--- src/design/conv_ctrl_pkg.sv ---
// ====================================================================
// Control constants for the convolution row engine
// Kernel width, multiplier pipeline depth and the flag word layout
// ====================================================================

`default_nettype none

package conv_ctrl_pkg;

    // Horizontal kernel size, one accumulator column per tap
    localparam int KW = 3;

    // Enabled cycles from operand capture to product
    localparam int MUL_STAGES = 3;

    // Per-beat side-channel flags
    localparam int FLAGS_W = 3;
    typedef logic [FLAGS_W-1:0] flags_t;

    localparam int FLAG_FIRST = 0;
    localparam int FLAG_LAST  = 1;
    localparam int FLAG_RELU  = 2;

endpackage

`default_nettype wire

--- src/design/conv_data_pkg.sv ---
// ====================================================================
// Data widths and vector types for the convolution row engine
// Pixels, weights, products, bias, accumulators and outputs
// ====================================================================

`default_nettype none

package conv_data_pkg;

    localparam int PIXEL_W = 8;

    typedef logic signed [PIXEL_W-1:0] pixel_t;
    typedef logic signed [PIXEL_W-1:0] weight_t;

    // Column 0 weight sits in the low byte
    typedef logic [conv_ctrl_pkg::KW*PIXEL_W-1:0] weight_vec_t;

    localparam int PROD_W = 2 * PIXEL_W;
    typedef logic signed [PROD_W-1:0] prod_t;

    localparam int BIAS_W = 16;
    typedef logic signed [BIAS_W-1:0] bias_t;

    // Sums wrap silently at this width
    localparam int ACC_W = 24;
    typedef logic signed [ACC_W-1:0] acc_t;

    typedef logic signed [PIXEL_W-1:0] out_t;
    localparam int OUT_MAX = 127;
    localparam int OUT_MIN = -128;

endpackage

`default_nettype wire

--- src/design/delay_line.sv ---
// ====================================================================
// Clock-enabled delay line for beat valid, flags and bias
// Keeps side-channel data aligned with the multiplier output
// ====================================================================

`default_nettype none

module delay_line #(
    parameter int DEPTH = 1
) (
    input  logic                  aclk,
    input  logic                  aclken,
    input  logic                  arst_n,
    input  logic                  valid_in,
    input  conv_ctrl_pkg::flags_t flags_in,
    input  conv_data_pkg::bias_t  bias_in,
    output logic                  valid_out,
    output conv_ctrl_pkg::flags_t flags_out,
    output conv_data_pkg::bias_t  bias_out
);

    logic [DEPTH-1:0]      valid_q;
    conv_ctrl_pkg::flags_t flags_q [DEPTH];
    conv_data_pkg::bias_t  bias_q  [DEPTH];

    always_ff @(posedge aclk or negedge arst_n) begin
        if (!arst_n) begin
            valid_q <= '0;
        end else if (aclken) begin
            valid_q[0] <= valid_in;
            for (int i = 1; i < DEPTH; i++) begin
                valid_q[i] <= valid_q[i-1];
            end
        end
    end

    // Empty beats enter with cleared flags
    always_ff @(posedge aclk) begin
        if (aclken) begin
            flags_q[0] <= valid_in ? flags_in : '0;
            bias_q[0]  <= bias_in;
            for (int i = 1; i < DEPTH; i++) begin
                flags_q[i] <= flags_q[i-1];
                bias_q[i]  <= bias_q[i-1];
            end
        end
    end

    assign valid_out = valid_q[DEPTH-1];
    assign flags_out = flags_q[DEPTH-1];
    assign bias_out  = bias_q[DEPTH-1];

endmodule

`default_nettype wire

--- src/design/mult_pipe.sv ---
// ====================================================================
// Three-stage signed multiplier for one pixel and one weight
// Operand capture, multiply and product output registers
// ====================================================================

`default_nettype none

module mult_pipe (
    input  logic                   aclk,
    input  logic                   aclken,
    input  logic                   arst_n,
    input  conv_data_pkg::pixel_t  a,
    input  conv_data_pkg::weight_t b,
    output conv_data_pkg::prod_t   prod
);

    conv_data_pkg::pixel_t  a_q;
    conv_data_pkg::weight_t b_q;
    conv_data_pkg::prod_t   mid_q;
    conv_data_pkg::prod_t   prod_q;

    // Stage count here must match conv_ctrl_pkg::MUL_STAGES
    always_ff @(posedge aclk or negedge arst_n) begin
        if (!arst_n) begin
            a_q    <= '0;
            b_q    <= '0;
            mid_q  <= '0;
            prod_q <= '0;
        end else if (aclken) begin
            // Stage 1
            a_q    <= a;
            b_q    <= b;
            // Stage 2, both operands sign-extended to product width
            mid_q  <= conv_data_pkg::prod_t'(a_q) * conv_data_pkg::prod_t'(b_q);
            // Stage 3
            prod_q <= mid_q;
        end
    end

    assign prod = prod_q;

endmodule

`default_nettype wire

--- src/design/conv_column.sv ---
// ====================================================================
// Accumulator for a single kernel column
// Start-value select, running sum and completed-result register
// ====================================================================

`default_nettype none

module conv_column (
    input  logic                 aclk,
    input  logic                 aclken,
    input  logic                 arst_n,
    input  logic                 valid,
    input  logic                 first,
    input  logic                 last,
    input  conv_data_pkg::prod_t prod,
    input  conv_data_pkg::acc_t  start,
    output conv_data_pkg::acc_t  result,
    output logic                 done
);

    conv_data_pkg::acc_t acc_q;
    conv_data_pkg::acc_t base;
    conv_data_pkg::acc_t sum;

    // First beat of a block seeds from the start value
    always_comb begin
        base = first ? start : acc_q;
        sum  = base + conv_data_pkg::acc_t'(prod);
    end

    // Running sum over the beats of a block
    always_ff @(posedge aclk or negedge arst_n) begin
        if (!arst_n) begin
            acc_q <= '0;
        end else if (aclken && valid) begin
            acc_q <= sum;
        end
    end

    // Result stays put until the next block completes
    always_ff @(posedge aclk or negedge arst_n) begin
        if (!arst_n) begin
            result <= '0;
        end else if (aclken && valid && last) begin
            result <= sum;
        end
    end

    // One enabled cycle per completed block
    always_ff @(posedge aclk or negedge arst_n) begin
        if (!arst_n) begin
            done <= 1'b0;
        end else if (aclken) begin
            done <= valid && last;
        end
    end

endmodule

`default_nettype wire

--- src/design/conv_unit.sv ---
// ====================================================================
// Convolution unit with KW multiplier lanes and chained columns
// Bias and flags travel alongside the products through a delay line
// ====================================================================

`default_nettype none

module conv_unit (
    input  logic                       aclk,
    input  logic                       aclken,
    input  logic                       arst_n,
    input  logic                       s_valid,
    input  conv_data_pkg::pixel_t      s_pixel,
    input  conv_data_pkg::weight_vec_t s_weights,
    input  conv_data_pkg::bias_t       s_bias,
    input  conv_ctrl_pkg::flags_t      s_flags,
    output conv_data_pkg::acc_t        sum,
    output logic                       sum_valid,
    output logic                       sum_relu
);

    logic                  al_valid;
    conv_ctrl_pkg::flags_t al_flags;
    conv_data_pkg::bias_t  al_bias;

    conv_data_pkg::prod_t  prod       [conv_ctrl_pkg::KW];
    conv_data_pkg::acc_t   col_start  [conv_ctrl_pkg::KW];
    conv_data_pkg::acc_t   col_result [conv_ctrl_pkg::KW];
    logic [conv_ctrl_pkg::KW-1:0] col_done;

    // Side channel matched to the multiplier latency
    delay_line #(
        .DEPTH (conv_ctrl_pkg::MUL_STAGES)
    ) u_delay_line (
        .aclk      (aclk),
        .aclken    (aclken),
        .arst_n    (arst_n),
        .valid_in  (s_valid),
        .flags_in  (s_flags),
        .bias_in   (s_bias),
        .valid_out (al_valid),
        .flags_out (al_flags),
        .bias_out  (al_bias)
    );

    for (genvar k = 0; k < conv_ctrl_pkg::KW; k++) begin : gen_col
        mult_pipe u_mult_pipe (
            .aclk   (aclk),
            .aclken (aclken),
            .arst_n (arst_n),
            .a      (s_pixel),
            .b      (conv_data_pkg::weight_t'(s_weights[k*conv_data_pkg::PIXEL_W +:
                                                        conv_data_pkg::PIXEL_W])),
            .prod   (prod[k])
        );

        // Column 0 seeds from bias, the rest from the previous column
        if (k == 0) begin : gen_seed_bias
            assign col_start[k] = conv_data_pkg::acc_t'(al_bias);
        end else begin : gen_seed_chain
            assign col_start[k] = col_result[k-1];
        end

        conv_column u_conv_column (
            .aclk   (aclk),
            .aclken (aclken),
            .arst_n (arst_n),
            .valid  (al_valid),
            .first  (al_flags[conv_ctrl_pkg::FLAG_FIRST]),
            .last   (al_flags[conv_ctrl_pkg::FLAG_LAST]),
            .prod   (prod[k]),
            .start  (col_start[k]),
            .result (col_result[k]),
            .done   (col_done[k])
        );
    end

    // Relu taken from the last beat, in step with the result register
    always_ff @(posedge aclk or negedge arst_n) begin
        if (!arst_n) begin
            sum_relu <= 1'b0;
        end else if (aclken && al_valid && al_flags[conv_ctrl_pkg::FLAG_LAST]) begin
            sum_relu <= al_flags[conv_ctrl_pkg::FLAG_RELU];
        end
    end

    assign sum       = col_result[conv_ctrl_pkg::KW-1];
    assign sum_valid = col_done[conv_ctrl_pkg::KW-1];

endmodule

`default_nettype wire

--- src/design/out_activation.sv ---
// ====================================================================
// Output stage with optional ReLU and signed 8-bit saturation
// ====================================================================

`default_nettype none

module out_activation (
    input  logic                aclk,
    input  logic                aclken,
    input  logic                arst_n,
    input  conv_data_pkg::acc_t sum,
    input  logic                sum_valid,
    input  logic                relu,
    output logic                m_valid,
    output conv_data_pkg::out_t m_data
);

    conv_data_pkg::acc_t act;
    conv_data_pkg::out_t sat;

    always_comb begin
        // Negative sums drop to zero under ReLU
        act = (relu && sum[conv_data_pkg::ACC_W-1]) ? '0 : sum;
        if (act > conv_data_pkg::acc_t'(conv_data_pkg::OUT_MAX)) begin
            sat = conv_data_pkg::out_t'(conv_data_pkg::OUT_MAX);
        end else if (act < conv_data_pkg::acc_t'(conv_data_pkg::OUT_MIN)) begin
            sat = conv_data_pkg::out_t'(conv_data_pkg::OUT_MIN);
        end else begin
            sat = conv_data_pkg::out_t'(act);
        end
    end

    always_ff @(posedge aclk or negedge arst_n) begin
        if (!arst_n) begin
            m_valid <= 1'b0;
        end else if (aclken) begin
            m_valid <= sum_valid;
        end
    end

    always_ff @(posedge aclk) begin
        if (aclken && sum_valid) begin
            m_data <= sat;
        end
    end

endmodule

`default_nettype wire

--- src/design/conv_engine.sv ---
// ====================================================================
// Top level of the convolution row engine
// Convolution unit followed by the activation output stage
// ====================================================================

`default_nettype none

module conv_engine (
    input  logic                       aclk,
    input  logic                       aclken,
    input  logic                       arst_n,
    input  logic                       s_valid,
    input  conv_data_pkg::pixel_t      s_pixel,
    input  conv_data_pkg::weight_vec_t s_weights,
    input  conv_data_pkg::bias_t       s_bias,
    input  conv_ctrl_pkg::flags_t      s_flags,
    output logic                       m_valid,
    output conv_data_pkg::out_t        m_data
);

    conv_data_pkg::acc_t sum;
    logic                sum_valid;
    logic                sum_relu;

    conv_unit u_conv_unit (
        .aclk      (aclk),
        .aclken    (aclken),
        .arst_n    (arst_n),
        .s_valid   (s_valid),
        .s_pixel   (s_pixel),
        .s_weights (s_weights),
        .s_bias    (s_bias),
        .s_flags   (s_flags),
        .sum       (sum),
        .sum_valid (sum_valid),
        .sum_relu  (sum_relu)
    );

    out_activation u_out_activation (
        .aclk      (aclk),
        .aclken    (aclken),
        .arst_n    (arst_n),
        .sum       (sum),
        .sum_valid (sum_valid),
        .relu      (sum_relu),
        .m_valid   (m_valid),
        .m_data    (m_data)
    );

endmodule

`default_nettype wire

--- config.mk ---
export PLATFORM = sky130hd
export DESIGN_NAME = conv_engine
export DESIGN_NICKNAME = d
export VERILOG_FILES = /design/src/design/conv_ctrl_pkg.sv /design/src/design/conv_data_pkg.sv /design/src/design/delay_line.sv /design/src/design/mult_pipe.sv /design/src/design/conv_column.sv /design/src/design/conv_unit.sv /design/src/design/out_activation.sv /design/src/design/conv_engine.sv
export SDC_FILE = /design/constraint.sdc
export NUM_CORES = 1
export LEC_CHECK = 0
export BUFFER_PORTS_ARGS = -buffer_cell sky130_fd_sc_hd__buf_4
export CAP_MARGIN = 5
export CELL_PAD_IN_SITES_DETAIL_PLACEMENT = 1
export CELL_PAD_IN_SITES_GLOBAL_PLACEMENT = 1
export CORE_MARGIN = 2
export CORE_UTILIZATION = 25
export CTS_BUF_LIST = sky130_fd_sc_hd__clkbuf_4 sky130_fd_sc_hd__clkbuf_8
export CTS_CLUSTER_SIZE = 16
export DETAILED_ROUTE_END_ITERATION = 12
export PLACE_DENSITY_LB_ADDON = 0.05
export SYNTH_ARGS = -nofsm -noshare
export SYNTH_HDL_FRONTEND = slang
export SYNTH_SLANG_ARGS = --single-unit
--- constraint.sdc ---
create_clock -name aclk -period 10.71 [get_ports aclk]
set_input_delay 1.071 -clock aclk [delete_from_list [all_inputs] [get_ports aclk]]
set_output_delay 1.071 -clock aclk [all_outputs]
set_load 0.01 [all_outputs]
==> flow_metrics.env <==
export IMPL_rsz0062_at_grt="false"
export IMPL_yosys_top_cells_count="inv_1 (284), dfrtp_1 (278), nand2_1 (251)"
export IMPL_die_y_um=317
export IMPL_synth_top_area_share_pct=28.3
export IMPL_syn_area_um2=24600
export IMPL_overflow=0
export IMPL_max_slew_margin_pct=38.6
export IMPL_ir_drop_mv=0.120
export IMPL_cts_root_buffer="clkbuf_8"
export IMPL_fillers=11000
export IMPL_cts_buffers=72
export IMPL_clockBufferDepth=3
export IMPL_placedInstanceArea_um2=26400
export IMPL_drc=0
export IMPL_hp_class="in2async"
export IMPL_area_delta_synth_final_pct=13.6
export IMPL_fin_skew_ns=0.0271
export IMPL_period_share_pct=47.8
export IMPL_hpwl_mm=50.8
export IMPL_post_route_util_pct=28.8
export IMPL_port_buffers=63
export IMPL_track_usage_pct=14.0
export IMPL_powerDensity_nw_per_um2=343
export IMPL_max_freq_mhz=196
export IMPL_ios=64
export IMPL_place_inst=3672
export IMPL_max_cap_violations=0
export IMPL_async_flop_share_pct=81.0
export IMPL_die_width_um=317
export IMPL_yosysUniqueCellTypes=81
export IMPL_leakage_nw=12.6
export IMPL_first_pass_iters=4
export IMPL_cts_resized=0
export IMPL_hold_viol_final=0
export IMPL_vias=17200
export IMPL_grt_pass1_vias=19000
export IMPL_outcome="finished clean"
export IMPL_ys_seq_area_share_pct=36.3
export IMPL_tightest_slew_ns=0.920
export IMPL_synth_cells=2415
export IMPL_tritoncts="done"
export IMPL_synth_nets=2794
export IMPL_ys_seq_elements=343
export IMPL_drive_above_1_share_pct=15.6
export IMPL_path_clk_slew_ns=0.06
export IMPL_cts_setup_buffers=0
export IMPL_finalSetupTns_ns=0
export IMPL_synth_edf_count=65
export IMPL_yosysMostFrequentCell="inv_1"
export IMPL_r2r_start="u_conv_unit.gen_col[0].u_mult_pipe.a_q[1]"
export IMPL_cp_max_fo=25
export IMPL_final_cells=3802
export IMPL_synth_top_area_cell="dfrtp_1"
export IMPL_wl_mm=68.6
export IMPL_finalCriticalPeriod_ns=5.11
export IMPL_stdcell_area_um2=27900
export IMPL_cp_required_ns=11.24
export IMPL_cp_start_kind="flop"
export IMPL_grt_first_pass_wirelength_mm=111
export IMPL_antenna_found_initial=5
export IMPL_synth_main_ff_cell="dfrtp_1"
export IMPL_cts_sinks=343
export IMPL_yosys_warnings=0
export IMPL_cts_hold_repair_buffers=0
export IMPL_setup_violations=0
export IMPL_avgSynthCellArea_um2=10.2
export IMPL_cp_startpoint="u_conv_unit.gen_col[0].u_mult_pipe.a_q[1]"
export IMPL_drtAntennaViolNets=0
export IMPL_rows=114
export IMPL_htreeDepth=3
export IMPL_clk_latency_ns=0.68
export IMPL_drt_iter0_drc=596
export IMPL_core_area_um2=97000
export IMPL_slew_viol_final=0
export IMPL_viasPerCell=4.51
export IMPL_wl_per_cell_um=18.0
export IMPL_fin_nets=2849
export IMPL_arrival_ns=5.65
export IMPL_die_area_um2=101000
export IMPL_cp_end_kind="flop"
export IMPL_grt_max_degree=98
export IMPL_worst_setup_path_type="reg2reg"
export IMPL_place_congestion=0.749
export IMPL_initial_core_util_pct=25.3
export IMPL_synthTopCellsByArea="dfrtp_1 (28%), fa_1 (14%), edfxtp_1 (7.9%), ha_1 (7.9%), mux2_2 (7.4%)"
## worst max-delay path, cell delays in order, from the launching register on
cell and delay [ns]:
dfrtp_1 0.89, nand2_1 0.18, fa_1 0.53, fa_1 0.57
inv_1 0.06, fa_1 0.53, inv_1 0.06, fa_1 0.53
inv_1 0.04, ha_1 0.31, o21ai_0 0.13, o21ai_1 0.14
o31ai_1 0.35, nand2b_1 0.14, a31oi_1 0.22, mux2i_1 0.24
nand2_1 0.07
## area by class of cell
type                    instances  area (µm²)  share of cell area, %
clock inverters                16         161                  0.579
clock buffers                 112        1350                   4.83
inverters                     285        1070                   3.84
repair buffers                 77         592                   2.12
multi-input cells            1691       14200                   51.0
diodes                          2        5.00                 0.0179
flip-flops and latches        343        8910                   31.9
well taps                    1276        1600                   5.72
## layout by cell type, fill, tap and decap left out, types with 16 or more instances in the layout
master and count:
inv_1 284, dfrtp_1 278, nand2_1 249, o21ai_0 177, fa_1 168, mux2_2 162
ha_1 156, and2_1 135, a21oi_1 88, clkbuf_8 82, buf_4 75, edfxtp_1 65
nor2_1 51, xnor2_1 49, a21o_1 43, xor2_1 35, nor2b_1 34, clkbuf_4 31
nor3_1 30, nand3_1 27, o21ai_1 26, nand2b_1 19, o31ai_1 19, o21a_1 17
a211oi_1 16, nand4_1 16
## routing by layer
| layer | routed length [µm] | global-route usage, % | share of wire (%) |
|---|---|---|---|
| met5 | 0 | 0 | 0 |
| met4 | 1400 | 4.33 | 2.0 |
| met3 | 2140 | 1.95 | 3.1 |
| met2 | 32600 | 23.1 | 48 |
| met1 | 32400 | 18.9 | 47 |
## where the power goes
group / switching (mW) / internal, mW
combinational: 3.39 / 2.44
sequential: 0.420 / 1.82
clock: 0.623 / 0.869
## final timing paths
kind	to	slack (ns)	cells after the start
setup / recovery	u_conv_unit.gen_col[2].u_mult_pipe.mid_q[15]	5.60	16
hold / removal	u_conv_unit.gen_col[2].u_conv_column.result[23]	0.41	1
setup reg to reg	u_conv_unit.gen_col[2].u_mult_pipe.mid_q[15]	5.60	16
hold reg to reg	u_conv_unit.u_delay_line.flags_q[0][6]	0.42	0
max in group asynchronous	u_conv_unit.gen_col[0].u_mult_pipe.b_q[4]	8.80	2
min in group aclk	u_conv_unit.u_delay_line.flags_q[0][6]	0.42	0
## sequential cells by signal (all words and copies together) (netlist names), 3 cells and up
register,count
u_conv_unit.gen_col.u_mult_pipe.mid_q,48
u_conv_unit.gen_col.u_mult_pipe.a_q,8
u_conv_unit.u_delay_line.valid_q,3
u_conv_unit.u_delay_line.flags_q,9
u_conv_unit.gen_col.u_conv_column.acc_q,72
u_conv_unit.gen_col.u_mult_pipe.prod,48
u_conv_unit.gen_col.u_conv_column.result,72
u_conv_unit.u_delay_line.bias_q,48
u_out_activation.m_data,8
u_conv_unit.gen_col.u_mult_pipe.b_q,24
## kinds of logic (layout without fill, tap and decap cells)
kind of cell / after synthesis / in the layout / synth area share (%)
simple gates: 629 / 629 / 13.0
compound gates: 480 / 480 / 12.2
buf+inv: 381 / 490 / 5.91
flops: 343 / 343 / 36.3
fa+ha+maj: 324 / 324 / 21.6
mux: 173 / 173 / 7.88
xor+xnor: 85 / 85 / 3.06
other cells: 0 / 2 / 0
## metrics by stage
step / power (mW) / setup WS (ns) / hold WS (ns)
5_1_grt: 10.7 / 5.16 / 0.422
2_1_floorplan: 6.49 / 6.16 / 0.400
6_report: 9.56 / 5.60 / 0.414
4_1_cts: 9.84 / 5.48 / 0.418
3_3_place_gp: 8.15 / 5.63 / 0.407
3_5_place_dp: 8.24 / 5.51 / 0.405
No activity file was read; power rests on OpenSTA's default activity.
